File: config.mk
export PLATFORM = sky130hd
export DESIGN_NAME = ctrlUnit
export DESIGN_NICKNAME = d
export VERILOG_FILES = /design/src/ctrlPkg.sv /design/src/phaseSequencer.sv /design/src/branchResolver.sv /design/src/controlEncoder.sv /design/src/ctrlUnit.sv
export SDC_FILE = /design/constraint.sdc
export NUM_CORES = 1
export LEC_CHECK = 0
export BUFFER_PORTS_ARGS = -buffer_cell sky130_fd_sc_hd__buf_4
export CAP_MARGIN = 5
export CORE_ASPECT_RATIO = 1.5
export CORE_UTILIZATION = 41
export CTS_BUF_LIST = sky130_fd_sc_hd__clkbuf_16
export DETAILED_ROUTE_END_ITERATION = 12
export PLACE_DENSITY = 0.79
export REMOVE_ABC_BUFFERS = 1
export SYNTH_ARGS = -nofsm -noshare
export SYNTH_HDL_FRONTEND = slang
export SYNTH_SLANG_ARGS = --single-unit
File: constraint.sdc
create_clock -name clk -period 2 [get_ports clk]
set_clock_uncertainty 0.05 [all_clocks]
set_input_delay 0.1 -clock clk [delete_from_list [all_inputs] [get_ports clk]]
set_output_delay 0.1 -clock clk [all_outputs]
set_load 0.1 [all_outputs]
File: src/ctrlPkg.sv
`default_nettype none

package ctrlPkg;

  // Instruction fields, as they come from the IR
  typedef logic [5:0]  opcode_t;
  typedef logic [5:0]  funct_t;   // Low bits of the offset on R-type
  typedef logic [15:0] offset_t;

  // Datapath control fields
  typedef logic [2:0] aluOp_t;
  typedef logic [1:0] muxSel2_t;
  typedef logic [2:0] muxSel3_t;

  // Step counter, shared by fetch and execute
  typedef logic [3:0] step_t;

  typedef enum logic [2:0] {
    kindNone,
    kindAdd,
    kindSub,
    kindAddi,
    kindBeq,
    kindBne,
    kindBle,
    kindBgt
  } instrKind_t;

  typedef enum logic [1:0] {
    stReset,
    stFetch,
    stExecute
  } seqState_t;

  typedef struct packed {
    seqState_t  state;
    instrKind_t kind;   // Kind of the instruction being executed
    step_t      step;
  } phase_t;

  typedef struct packed {
    logic eq;
    logic gt;
  } aluFlags_t;

  typedef struct packed {
    logic     pcWrite;
    logic     irWrite;
    logic     regWrite;
    logic     abWrite;
    logic     aluOutWrite;
    aluOp_t   aluOp;
    muxSel2_t aluSrcA;
    muxSel2_t aluSrcB;
    muxSel2_t regDst;
    muxSel3_t memToReg;
    muxSel3_t pcSource;
  } controlWord_t;

  // Kept opcodes and function codes
  localparam opcode_t opRType = 6'b000000;
  localparam opcode_t opBeq   = 6'b000100;
  localparam opcode_t opBne   = 6'b000101;
  localparam opcode_t opBle   = 6'b000110;
  localparam opcode_t opBgt   = 6'b000111;
  localparam opcode_t opAddi  = 6'b001000;
  localparam funct_t  functAdd = 6'b100000;
  localparam funct_t  functSub = 6'b100010;

  localparam aluOp_t aluAdd     = 3'd1;
  localparam aluOp_t aluSub     = 3'd2;
  localparam aluOp_t aluCompare = 3'd7;

  // Mux selects
  localparam muxSel2_t srcAPc          = 2'b00;
  localparam muxSel2_t srcARegA        = 2'b01;
  localparam muxSel2_t srcBRegB        = 2'b00;
  localparam muxSel2_t srcBFour        = 2'b01;
  localparam muxSel2_t srcBOffset      = 2'b10;
  localparam muxSel2_t srcBBranch      = 2'b11;  // Shifted offset
  localparam muxSel2_t regDstRt        = 2'b00;
  localparam muxSel2_t regDstRd        = 2'b01;
  localparam muxSel3_t memToRegAluOut  = 3'b000;
  localparam muxSel3_t pcSrcAluResult  = 3'b001;
  localparam muxSel3_t pcSrcAluOut     = 3'b010;

  // Fetch steps after the memory read, counted from MemReadCycles
  localparam int fetchWriteOffset  = 0;
  localparam int fetchAbOffset     = 1;
  localparam int fetchDecodeOffset = 2;

  localparam step_t aluExecSteps      = 4'd3;
  localparam step_t branchExecSteps   = 4'd4;
  localparam step_t branchCompareStep = 4'd1;

  function automatic logic isBranch(instrKind_t kind);
    return kind inside {kindBeq, kindBne, kindBle, kindBgt};
  endfunction

endpackage

`default_nettype wire

File: src/phaseSequencer.sv
`timescale 1ns/1ps
`default_nettype none

module phaseSequencer import ctrlPkg::*; #(
  parameter int MemReadCycles = 3
) (
  input  logic    clk,
  input  logic    reset,
  input  opcode_t opcode,
  input  funct_t  funct,
  output phase_t  phase,
  output logic    resetOut
);

  localparam step_t lastFetchStep = step_t'(MemReadCycles + fetchDecodeOffset);

  seqState_t  state;
  step_t      step;
  instrKind_t kind;
  instrKind_t decodedKind;
  step_t      lastExecStep;

  // Opcode and funct to instruction kind
  always_comb begin
    decodedKind = kindNone;
    case (opcode)
      opRType: begin
        if (funct == functAdd) begin
          decodedKind = kindAdd;
        end else if (funct == functSub) begin
          decodedKind = kindSub;
        end
      end
      opAddi:  decodedKind = kindAddi;
      opBeq:   decodedKind = kindBeq;
      opBne:   decodedKind = kindBne;
      opBle:   decodedKind = kindBle;
      opBgt:   decodedKind = kindBgt;
      default: decodedKind = kindNone;
    endcase
  end

  assign lastExecStep = isBranch(kind) ? branchExecSteps - 4'd1 : aluExecSteps - 4'd1;

  always_ff @(posedge clk) begin
    if (reset) begin
      state <= stReset;
      step  <= '0;
      kind  <= kindNone;
    end else begin
      case (state)
        stReset: begin
          state <= stFetch;  // Leave on the first cycle without reset
          step  <= '0;
        end
        stFetch: begin
          if (step == lastFetchStep) begin
            // Decode step
            kind  <= decodedKind;
            step  <= '0;
            state <= (decodedKind == kindNone) ? stFetch : stExecute;
          end else begin
            step <= step + 4'd1;
          end
        end
        stExecute: begin
          if (step == lastExecStep) begin
            state <= stFetch;
            step  <= '0;
          end else begin
            step <= step + 4'd1;
          end
        end
        default: begin
          state <= stReset;
          step  <= '0;
        end
      endcase
    end
  end

  assign phase.state = state;
  assign phase.kind  = kind;
  assign phase.step  = step;

  assign resetOut = (state == stReset);

  // Last legal step for a state and kind
  function automatic step_t stepLimit(seqState_t st, instrKind_t k);
    step_t limit;
    case (st)
      stFetch:   limit = lastFetchStep;
      stExecute: limit = isBranch(k) ? branchExecSteps - 4'd1 : aluExecSteps - 4'd1;
      default:   limit = '0;
    endcase
    return limit;
  endfunction

  stepInRange: assert property (
    @(posedge clk) disable iff (reset)
    step <= stepLimit(state, kind)
  ) else $error("Step %0d out of range in state %s", step, state.name());

endmodule

`default_nettype wire

File: src/branchResolver.sv
`timescale 1ns/1ps
`default_nettype none

module branchResolver import ctrlPkg::*; (
  input  logic      clk,
  input  logic      reset,
  input  phase_t    phase,
  input  aluFlags_t flags,
  output logic      branchTaken
);

  logic atCompare;

  // Branch condition per kind
  function automatic logic conditionMet(instrKind_t kind, aluFlags_t f);
    case (kind)
      kindBeq: return f.eq;
      kindBne: return !f.eq;
      kindBle: return !f.gt;
      kindBgt: return f.gt;
      default: return 1'b0;
    endcase
  endfunction

  assign atCompare = (phase.state == stExecute) && isBranch(phase.kind) &&
                     (phase.step == branchCompareStep);

  always_ff @(posedge clk) begin
    if (reset || phase.state == stFetch) begin
      branchTaken <= 1'b0;
    end else if (atCompare) begin
      branchTaken <= conditionMet(phase.kind, flags);  // Used in the next step
    end
  end

  // Kind only changes at decode, after the fetch has cleared the decision
  takenOnlyOnBranch: assert property (
    @(posedge clk) disable iff (reset)
    branchTaken |-> isBranch(phase.kind)
  );

endmodule

`default_nettype wire

File: src/controlEncoder.sv
`timescale 1ns/1ps
`default_nettype none

module controlEncoder import ctrlPkg::*; #(
  parameter int MemReadCycles = 3
) (
  input  logic         clk,
  input  phase_t       phase,
  input  logic         branchTaken,
  output controlWord_t control
);

  localparam step_t writeStep = step_t'(MemReadCycles + fetchWriteOffset);
  localparam step_t abStep    = step_t'(MemReadCycles + fetchAbOffset);

  logic isImm;

  assign isImm = (phase.kind == kindAddi);

  always_comb begin
    control = '0;
    case (phase.state)
      stFetch: begin
        if (phase.step < writeStep) begin
          // Memory read while the ALU computes PC+4
          control.aluOutWrite = 1'b1;
          control.aluOp       = aluAdd;
          control.aluSrcA     = srcAPc;
          control.aluSrcB     = srcBFour;
          control.pcSource    = pcSrcAluResult;
        end else if (phase.step == writeStep) begin
          control.pcWrite  = 1'b1;
          control.irWrite  = 1'b1;
          control.pcSource = pcSrcAluOut;
        end else if (phase.step == abStep) begin
          control.abWrite = 1'b1;
        end
        // Decode step leaves everything low
      end

      stExecute: begin
        if (isBranch(phase.kind)) begin
          case (phase.step)
            4'd0: begin
              // Branch target into ALUOut
              control.aluOutWrite = 1'b1;
              control.aluOp       = aluAdd;
              control.aluSrcA     = srcAPc;
              control.aluSrcB     = srcBBranch;
            end
            4'd1, 4'd2: begin
              control.aluOp    = aluCompare;
              control.aluSrcA  = srcARegA;
              control.aluSrcB  = srcBRegB;
              control.pcSource = pcSrcAluOut;
              control.pcWrite  = (phase.step == 4'd2) && branchTaken;
            end
            default: ;  // Idle step
          endcase
        end else begin
          case (phase.step)
            4'd0: begin
              control.aluOutWrite = 1'b1;
              control.aluOp       = (phase.kind == kindSub) ? aluSub : aluAdd;
              control.aluSrcA     = srcARegA;
              control.aluSrcB     = isImm ? srcBOffset : srcBRegB;
            end
            4'd1: begin
              // Write back from ALUOut
              control.regWrite = 1'b1;
              control.memToReg = memToRegAluOut;
              control.regDst   = isImm ? regDstRt : regDstRd;
            end
            default: ;
          endcase
        end
      end

      default: ;  // Reset keeps the word at zero
    endcase
  end

  noIrWithRegWrite: assert property (
    @(posedge clk) !(control.irWrite && control.regWrite)
  ) else $error("irWrite and regWrite high together at step %0d", phase.step);

endmodule

`default_nettype wire

File: src/ctrlUnit.sv
`timescale 1ns/1ps
`default_nettype none

module ctrlUnit import ctrlPkg::*; #(
  parameter int MemReadCycles = 3
) (
  input  logic      clk,
  input  logic      reset,
  input  opcode_t   opcode,
  input  offset_t   offset,
  input  aluFlags_t flags,
  output logic      resetOut,
  output logic      pcWrite,
  output logic      irWrite,
  output logic      regWrite,
  output logic      abWrite,
  output logic      aluOutWrite,
  output aluOp_t    aluOp,
  output muxSel2_t  aluSrcA,
  output muxSel2_t  aluSrcB,
  output muxSel2_t  regDst,
  output muxSel3_t  memToReg,
  output muxSel3_t  pcSource
);

  funct_t       funct;
  phase_t       phase;
  logic         branchTaken;
  controlWord_t control;

  assign funct = funct_t'(offset[5:0]);  // R-type function field

  phaseSequencer #(
    .MemReadCycles(MemReadCycles)
  ) sequencer (
    .clk     (clk),
    .reset   (reset),
    .opcode  (opcode),
    .funct   (funct),
    .phase   (phase),
    .resetOut(resetOut)
  );

  branchResolver resolver (
    .clk        (clk),
    .reset      (reset),
    .phase      (phase),
    .flags      (flags),
    .branchTaken(branchTaken)
  );

  controlEncoder #(
    .MemReadCycles(MemReadCycles)
  ) encoder (
    .clk        (clk),
    .phase      (phase),
    .branchTaken(branchTaken),
    .control    (control)
  );

  // Control word onto the datapath ports
  assign pcWrite     = control.pcWrite;
  assign irWrite     = control.irWrite;
  assign regWrite    = control.regWrite;
  assign abWrite     = control.abWrite;
  assign aluOutWrite = control.aluOutWrite;
  assign aluOp       = control.aluOp;
  assign aluSrcA     = control.aluSrcA;
  assign aluSrcB     = control.aluSrcB;
  assign regDst      = control.regDst;
  assign memToReg    = control.memToReg;
  assign pcSource    = control.pcSource;

endmodule

`default_nettype wire

; ---- Yosys cells after proc, flatten, opt, wreduce, memory -nomap -nowiden
; Cells that the tools add are included.
[word_totals]
register_bits = 10
word_cells = 85
output_inout_bits = 21
input_bits = 26
[classes]
n_reduce_logical = 14
muxes = 42
n_lt_le_gt_ge = 1
addsub = 1
n_eq_ne = 23
[ops]
columns = cell, count
row1 = $eq 6x3->1 const B, 4
row2 = $mux 8, 3
row3 = $mux 2, 11
row4 = $pmux 3 s6, 1
row5 = $pmux 8 s2, 1
row6 = $mux 5, 3
row7 = $pmux 7 s2, 1
row8 = $mux 1, 13
row9 = $eq 3x3->1 const B, 4
row10 = $eq 6x6->1 const B, 2
row11 = $eq 4x2->1 const B, 2
row12 = $eq 4x3->1 const B, 2
row13 = $mux 4, 2
row14 = $pmux 4 s2, 1
row15 = $eq 3x2->1 const B, 2
row16 = $eq 6x4->1 const B, 1
row17 = $logic_not 6->1, 1
row18 = $mux 3, 2
row19 = $pmux 2 s3, 1
row20 = $pmux 3 s2, 1
row21 = $add 4x1->4 const B, 1
row22 = $eq 4x1->1 const B, 1
row23 = $eq 4x4->1, 1
row24 = $logic_not 4->1, 1
row25 = other kinds (14), 19

; ---- Logic depth before layout (Yosys ltp)
[depth]
depth_word = 8
ltp_mapped = 6

; ---- Modules after synthesis
; A second synthesis with hierarchy kept.
[unflattened]
hier_cells = 124
area_unflattened_um2 = 973.4
[by_module_without_submodules]
columns = module, n_inst, area_per_inst_um2, cells_each
row1 = phaseSequencer, 1, 548.0, 63
row2 = controlEncoder, 1, 339.1, 51
row3 = branchResolver, 1, 86.3, 10

; ---- Worst setup path before layout
; OpenSTA, ideal clock, no wires.
[synth_path]
path_type = register to output
start = register sequencer.state[0]
end = output port aluOp[0]
stages_incl_launch_ff = 7
required_time_ns = 1.850
path_slack_ns = -1.325
t_arrival_ns = 3.175
path_cell_list = dfxtp_1 inv_1 ha_1 clkbuf_1 and4_1 a32oi_1 o21ai_0
[synth_between]
elab_chain_len = 2
[synth_rtl]
columns = element, line
row1 = "start, declared", phaseSequencer.sv:17  ; seqState_t state;
row2 = "start signal, assigned", phaseSequencer.sv:47  ; state <= stReset;
row3 = "start signal, assigned", phaseSequencer.sv:53  ; state <= stFetch;
row4 = "start signal, assigned", phaseSequencer.sv:61  ; state <= (decodedKind == kindNone) ? stFetch : stExecute;
row5 = $eq 2x2->1 or $eq 2x1->1 (tied branches), controlEncoder.sv:22  ; case (phase.state)
row6 = $pmux 8 s2 *, controlEncoder.sv:22
row7 = "end, declared", ctrlUnit.sv:18  ; output aluOp_t aluOp,
; Every way passes the cells marked *; elsewhere a longest branch is shown, timed or not.

; ---- Final worst setup path
[layout_path]
start = register sequencer.state[1]
end = register sequencer.kind[0]
[layout_between]
elab_chain_len = 2
[layout_rtl]
columns = element, line
row1 = $eq 2x1->1, phaseSequencer.sv:51  ; case (state)
row2 = $reduce_and 2->1 (no line), -
row3 = "end signal, assigned", phaseSequencer.sv:49  ; kind <= kindNone;
row4 = "end signal, assigned", phaseSequencer.sv:59  ; kind <= decodedKind;
row5 = "end, declared", phaseSequencer.sv:19  ; instrKind_t kind;
; No other way between the ends.
; A chain may end at the register's enable or synchronous reset.

==> out/metrics.yaml <==
routed_via_density: 5.575
grt.busiest_layer: "met2"
cts_root_buffer: "clkbuf_16"
die_h_um: 60.63
synth-xor-area-share: 0.03728
n_antenna_cell: 0
grt_remaining_overflow: 0
yosys-top-cells-area: "dfxtp_1 21%, ha_1 11%, nor2_1 5.6%, buf_4 4.8%, nand2_1 3.6%"
synthToLayoutAreaGrowth_pct: 41.01
synth_compound_area_frac: 0.2091
muxShareOfSynthArea: 0.01065
grt_pass1_wl_mm: 3.525
fin_crit_ps: 1961
yosysSeqAreaShare: 0.2130
via_count: 998
maxCapViolCount: 0
hold_viol_final: 0
holdWs_ps: 55.88
synth_top_family_by_area: "simple AND/OR/NAND/NOR gates"
clock_sinks: 10
synth-simple-area-share: 0.3142
worstHoldStart: "reset"
synth_flop_cell: "dfxtp_1"
avgSynthCellArea_um2: 7.830
cts_hold_buffers: 0
synthCells: 120
critical_path_class: "flip-flop to flip-flop"
cellPowerDensity_nw_per_um2: 959.6
clockBufferDepth: 2
grtUsageTotal: 0.2075
post_cts_resized: 6
slew_viol_final: 0
leakage_nw: 0.5985
fmax_mhz: 510.0
ys_async_sr_fraction: 0
switching_share: 0.4748
worst_setup_path_end_kind: "flip-flop"
yosys.area.top_type: "dfxtp_1"
r2r_cells: 6
fin_crit_sh: 0.9804
synth.most_common_cell: "nor2_1"
pwr-share-clk: 0.278
rrSetupSlack_ps: 40
synthTopCellsByCount: "14 x nor2_1, 10 x dfxtp_1, 9 x nand2_1"
die_w_um: 41.09
met3_usage: 0.05495
p_switching_w: 0.0006038
vdd_drop_max_mv: 1.007
rows: 20
cts_tree: "yes"
hold_depth: 2
worstPathArrival_ps: 2070
status: "completed"
first_global_vias: 865
numCtsBuffers: 3
dp_hpwl_mm: 1.788
ys_ff_latch: 10
antenna_found_initial: 0
worstSetupStartpoint: "sequencer.state[1]"
multi_input_area_um2: 685.7
final_util: 0.6304
final.fill_count: 190
gp_congestion: 0.8086
start_util: 0.4470
finalSetupViolations: 0
regArea_um2: 200.2
syn-cell-area_um2: 939.7
core_um2: 2102
ys_types: 43
clock_latency_ps: 240
io_pins: 47
p_seq_frac: 0.180
drt-wirelength-per-cell_um: 12.71
hold_end: "sequencer.kind[2]"
dieArea_um2: 2491
yosysWarnings: 0
use_met2: 0.3549
path_max_fanout: 3
hp-class: "primary input to flip-flop"
worst_ep_required_time_ps: 2110
layout-drive-gt1-share: 0.3567
drc_errors: 0
clk_pin_slew_ps: 40
rsz0062_at_grt: "true"
synthAdderAreaFrac: 0.1065
synth_edf_count: 0
io_buffers: 30
intPower_w: 0.0006678
cts_post_setup_buffers_inserted: 0
drt_iter0_drc: 28
drt_pre_antenna_iters: 4
power_frac_comb: 0.542
regToRegStartpoint: "sequencer.state[1]"
htreeDepth: 1
worstSetupStartpointType: "flip-flop"
synth.top_cell.area_share: 0.2130
routed_wl_mm: 2.275
grt_max_degree: 10
met1_usage: 0.2255
reg2reg_to: "sequencer.kind[0]"
nNetsFinal: 193
ant_nets: 0
-- worst max-delay path, stage by stage, from the launching register on --
cell	delay, ps
dfxtp_1	330
inv_2	100
ha_2	220
nand4b_4	120
or4_4	450
or4_4	430
o221ai_1	180
-- power groups by stage --
| stage | clock network (W) | logic, W | registers [W] |
|---|---|---|---|
| 2_1_floorplan | 0 | 0.000494 | 0.000230 |
| 3_3_place_gp | 0 | 0.000640 | 0.000228 |
| 3_5_place_dp | 0 | 0.000643 | 0.000230 |
| 4_1_cts | 0.000360 | 0.000678 | 0.000227 |
| 5_1_grt | 0.000368 | 0.000730 | 0.000230 |
| 6_report | 0.000354 | 0.000689 | 0.000229 |
-- layout make-up --
class                           count  area share
Tap cell                           22     0.02077
Inverter                            8     0.02266
Clock buffer                        3     0.05666
Sequential cell                    10      0.1511
Multi-Input combinational cell     97      0.5175
Timing Repair Buffer               39      0.2314
-- cells by family (layout without fill, tap and decap cells) --
family	Yosys count	after routing
XOR/XNOR	4	4
AO/OA/AOI/OAI	27	27
other	1	6
adder cells (fa/ha/maj)	8	8
buffers and inverters	18	50
flip-flops	10	10
multiplexers	1	1
AND/OR/NAND/NOR	51	51
-- through the flow --
step	power, W	area, µm²	setup slack (ps)	setup TNS (ps)	instances
finish	0.001272	1325	39.30	0	179
CTS	0.001265	1306	6.763	0	179
global placement	0.0008683	1210	92.74	0	176
detailed placement	0.0008732	1210	38.83	0	176
floorplan	0.0007243	889.6	-1306	-6985	115
global route	0.001328	1325	-25.43	-44.08	179
-- registers in the layout (all words and copies together), names as in the netlist --
signal                count
sequencer.kind            3
resolver.branchTaken      1
sequencer.step            4
sequencer.state           2
-- metal layers --
layer	vias up	routed length (µm)
met4	0	43
met5	-	0
met1	468	909
met2	27	1225
met3	4	97
li1	499	-
-- layout by cell type, fill, tap and decap left out, types with 2 or more instances in the layout --
cell type	n
a211o_1	3
a21oi_1	3
a22oi_1	2
and4_1	2
buf_4	36
buf_6	2
clkbuf_16	3
conb_1	6
dfxtp_1	10
ha_1	4
ha_2	3
inv_1	6
inv_2	2
nand2_1	9
nand2b_1	2
nand3_1	6
nor2_1	13
nor2b_1	3
nor3_1	2
o2111ai_1	2
o21ai_0	6
o221ai_1	2
or2_2	2
or4_4	2
xnor2_1	2
xor2_1	2
-- how the worst max path moves through the flow --
stage / cells after the start / slack [ps] / to
after detailed placement: 6 / 40 / sequencer.kind[0]
after floorplan: 5 / -1310 / aluOp[0]
final: 6 / 40 / sequencer.kind[0]
after CTS: 7 / 7 / aluOp[1]
after global placement: 6 / 90 / sequencer.kind[0]
after global routing: 7 / -30 / aluOp[0]
Power figures use the tool's default switching activity.
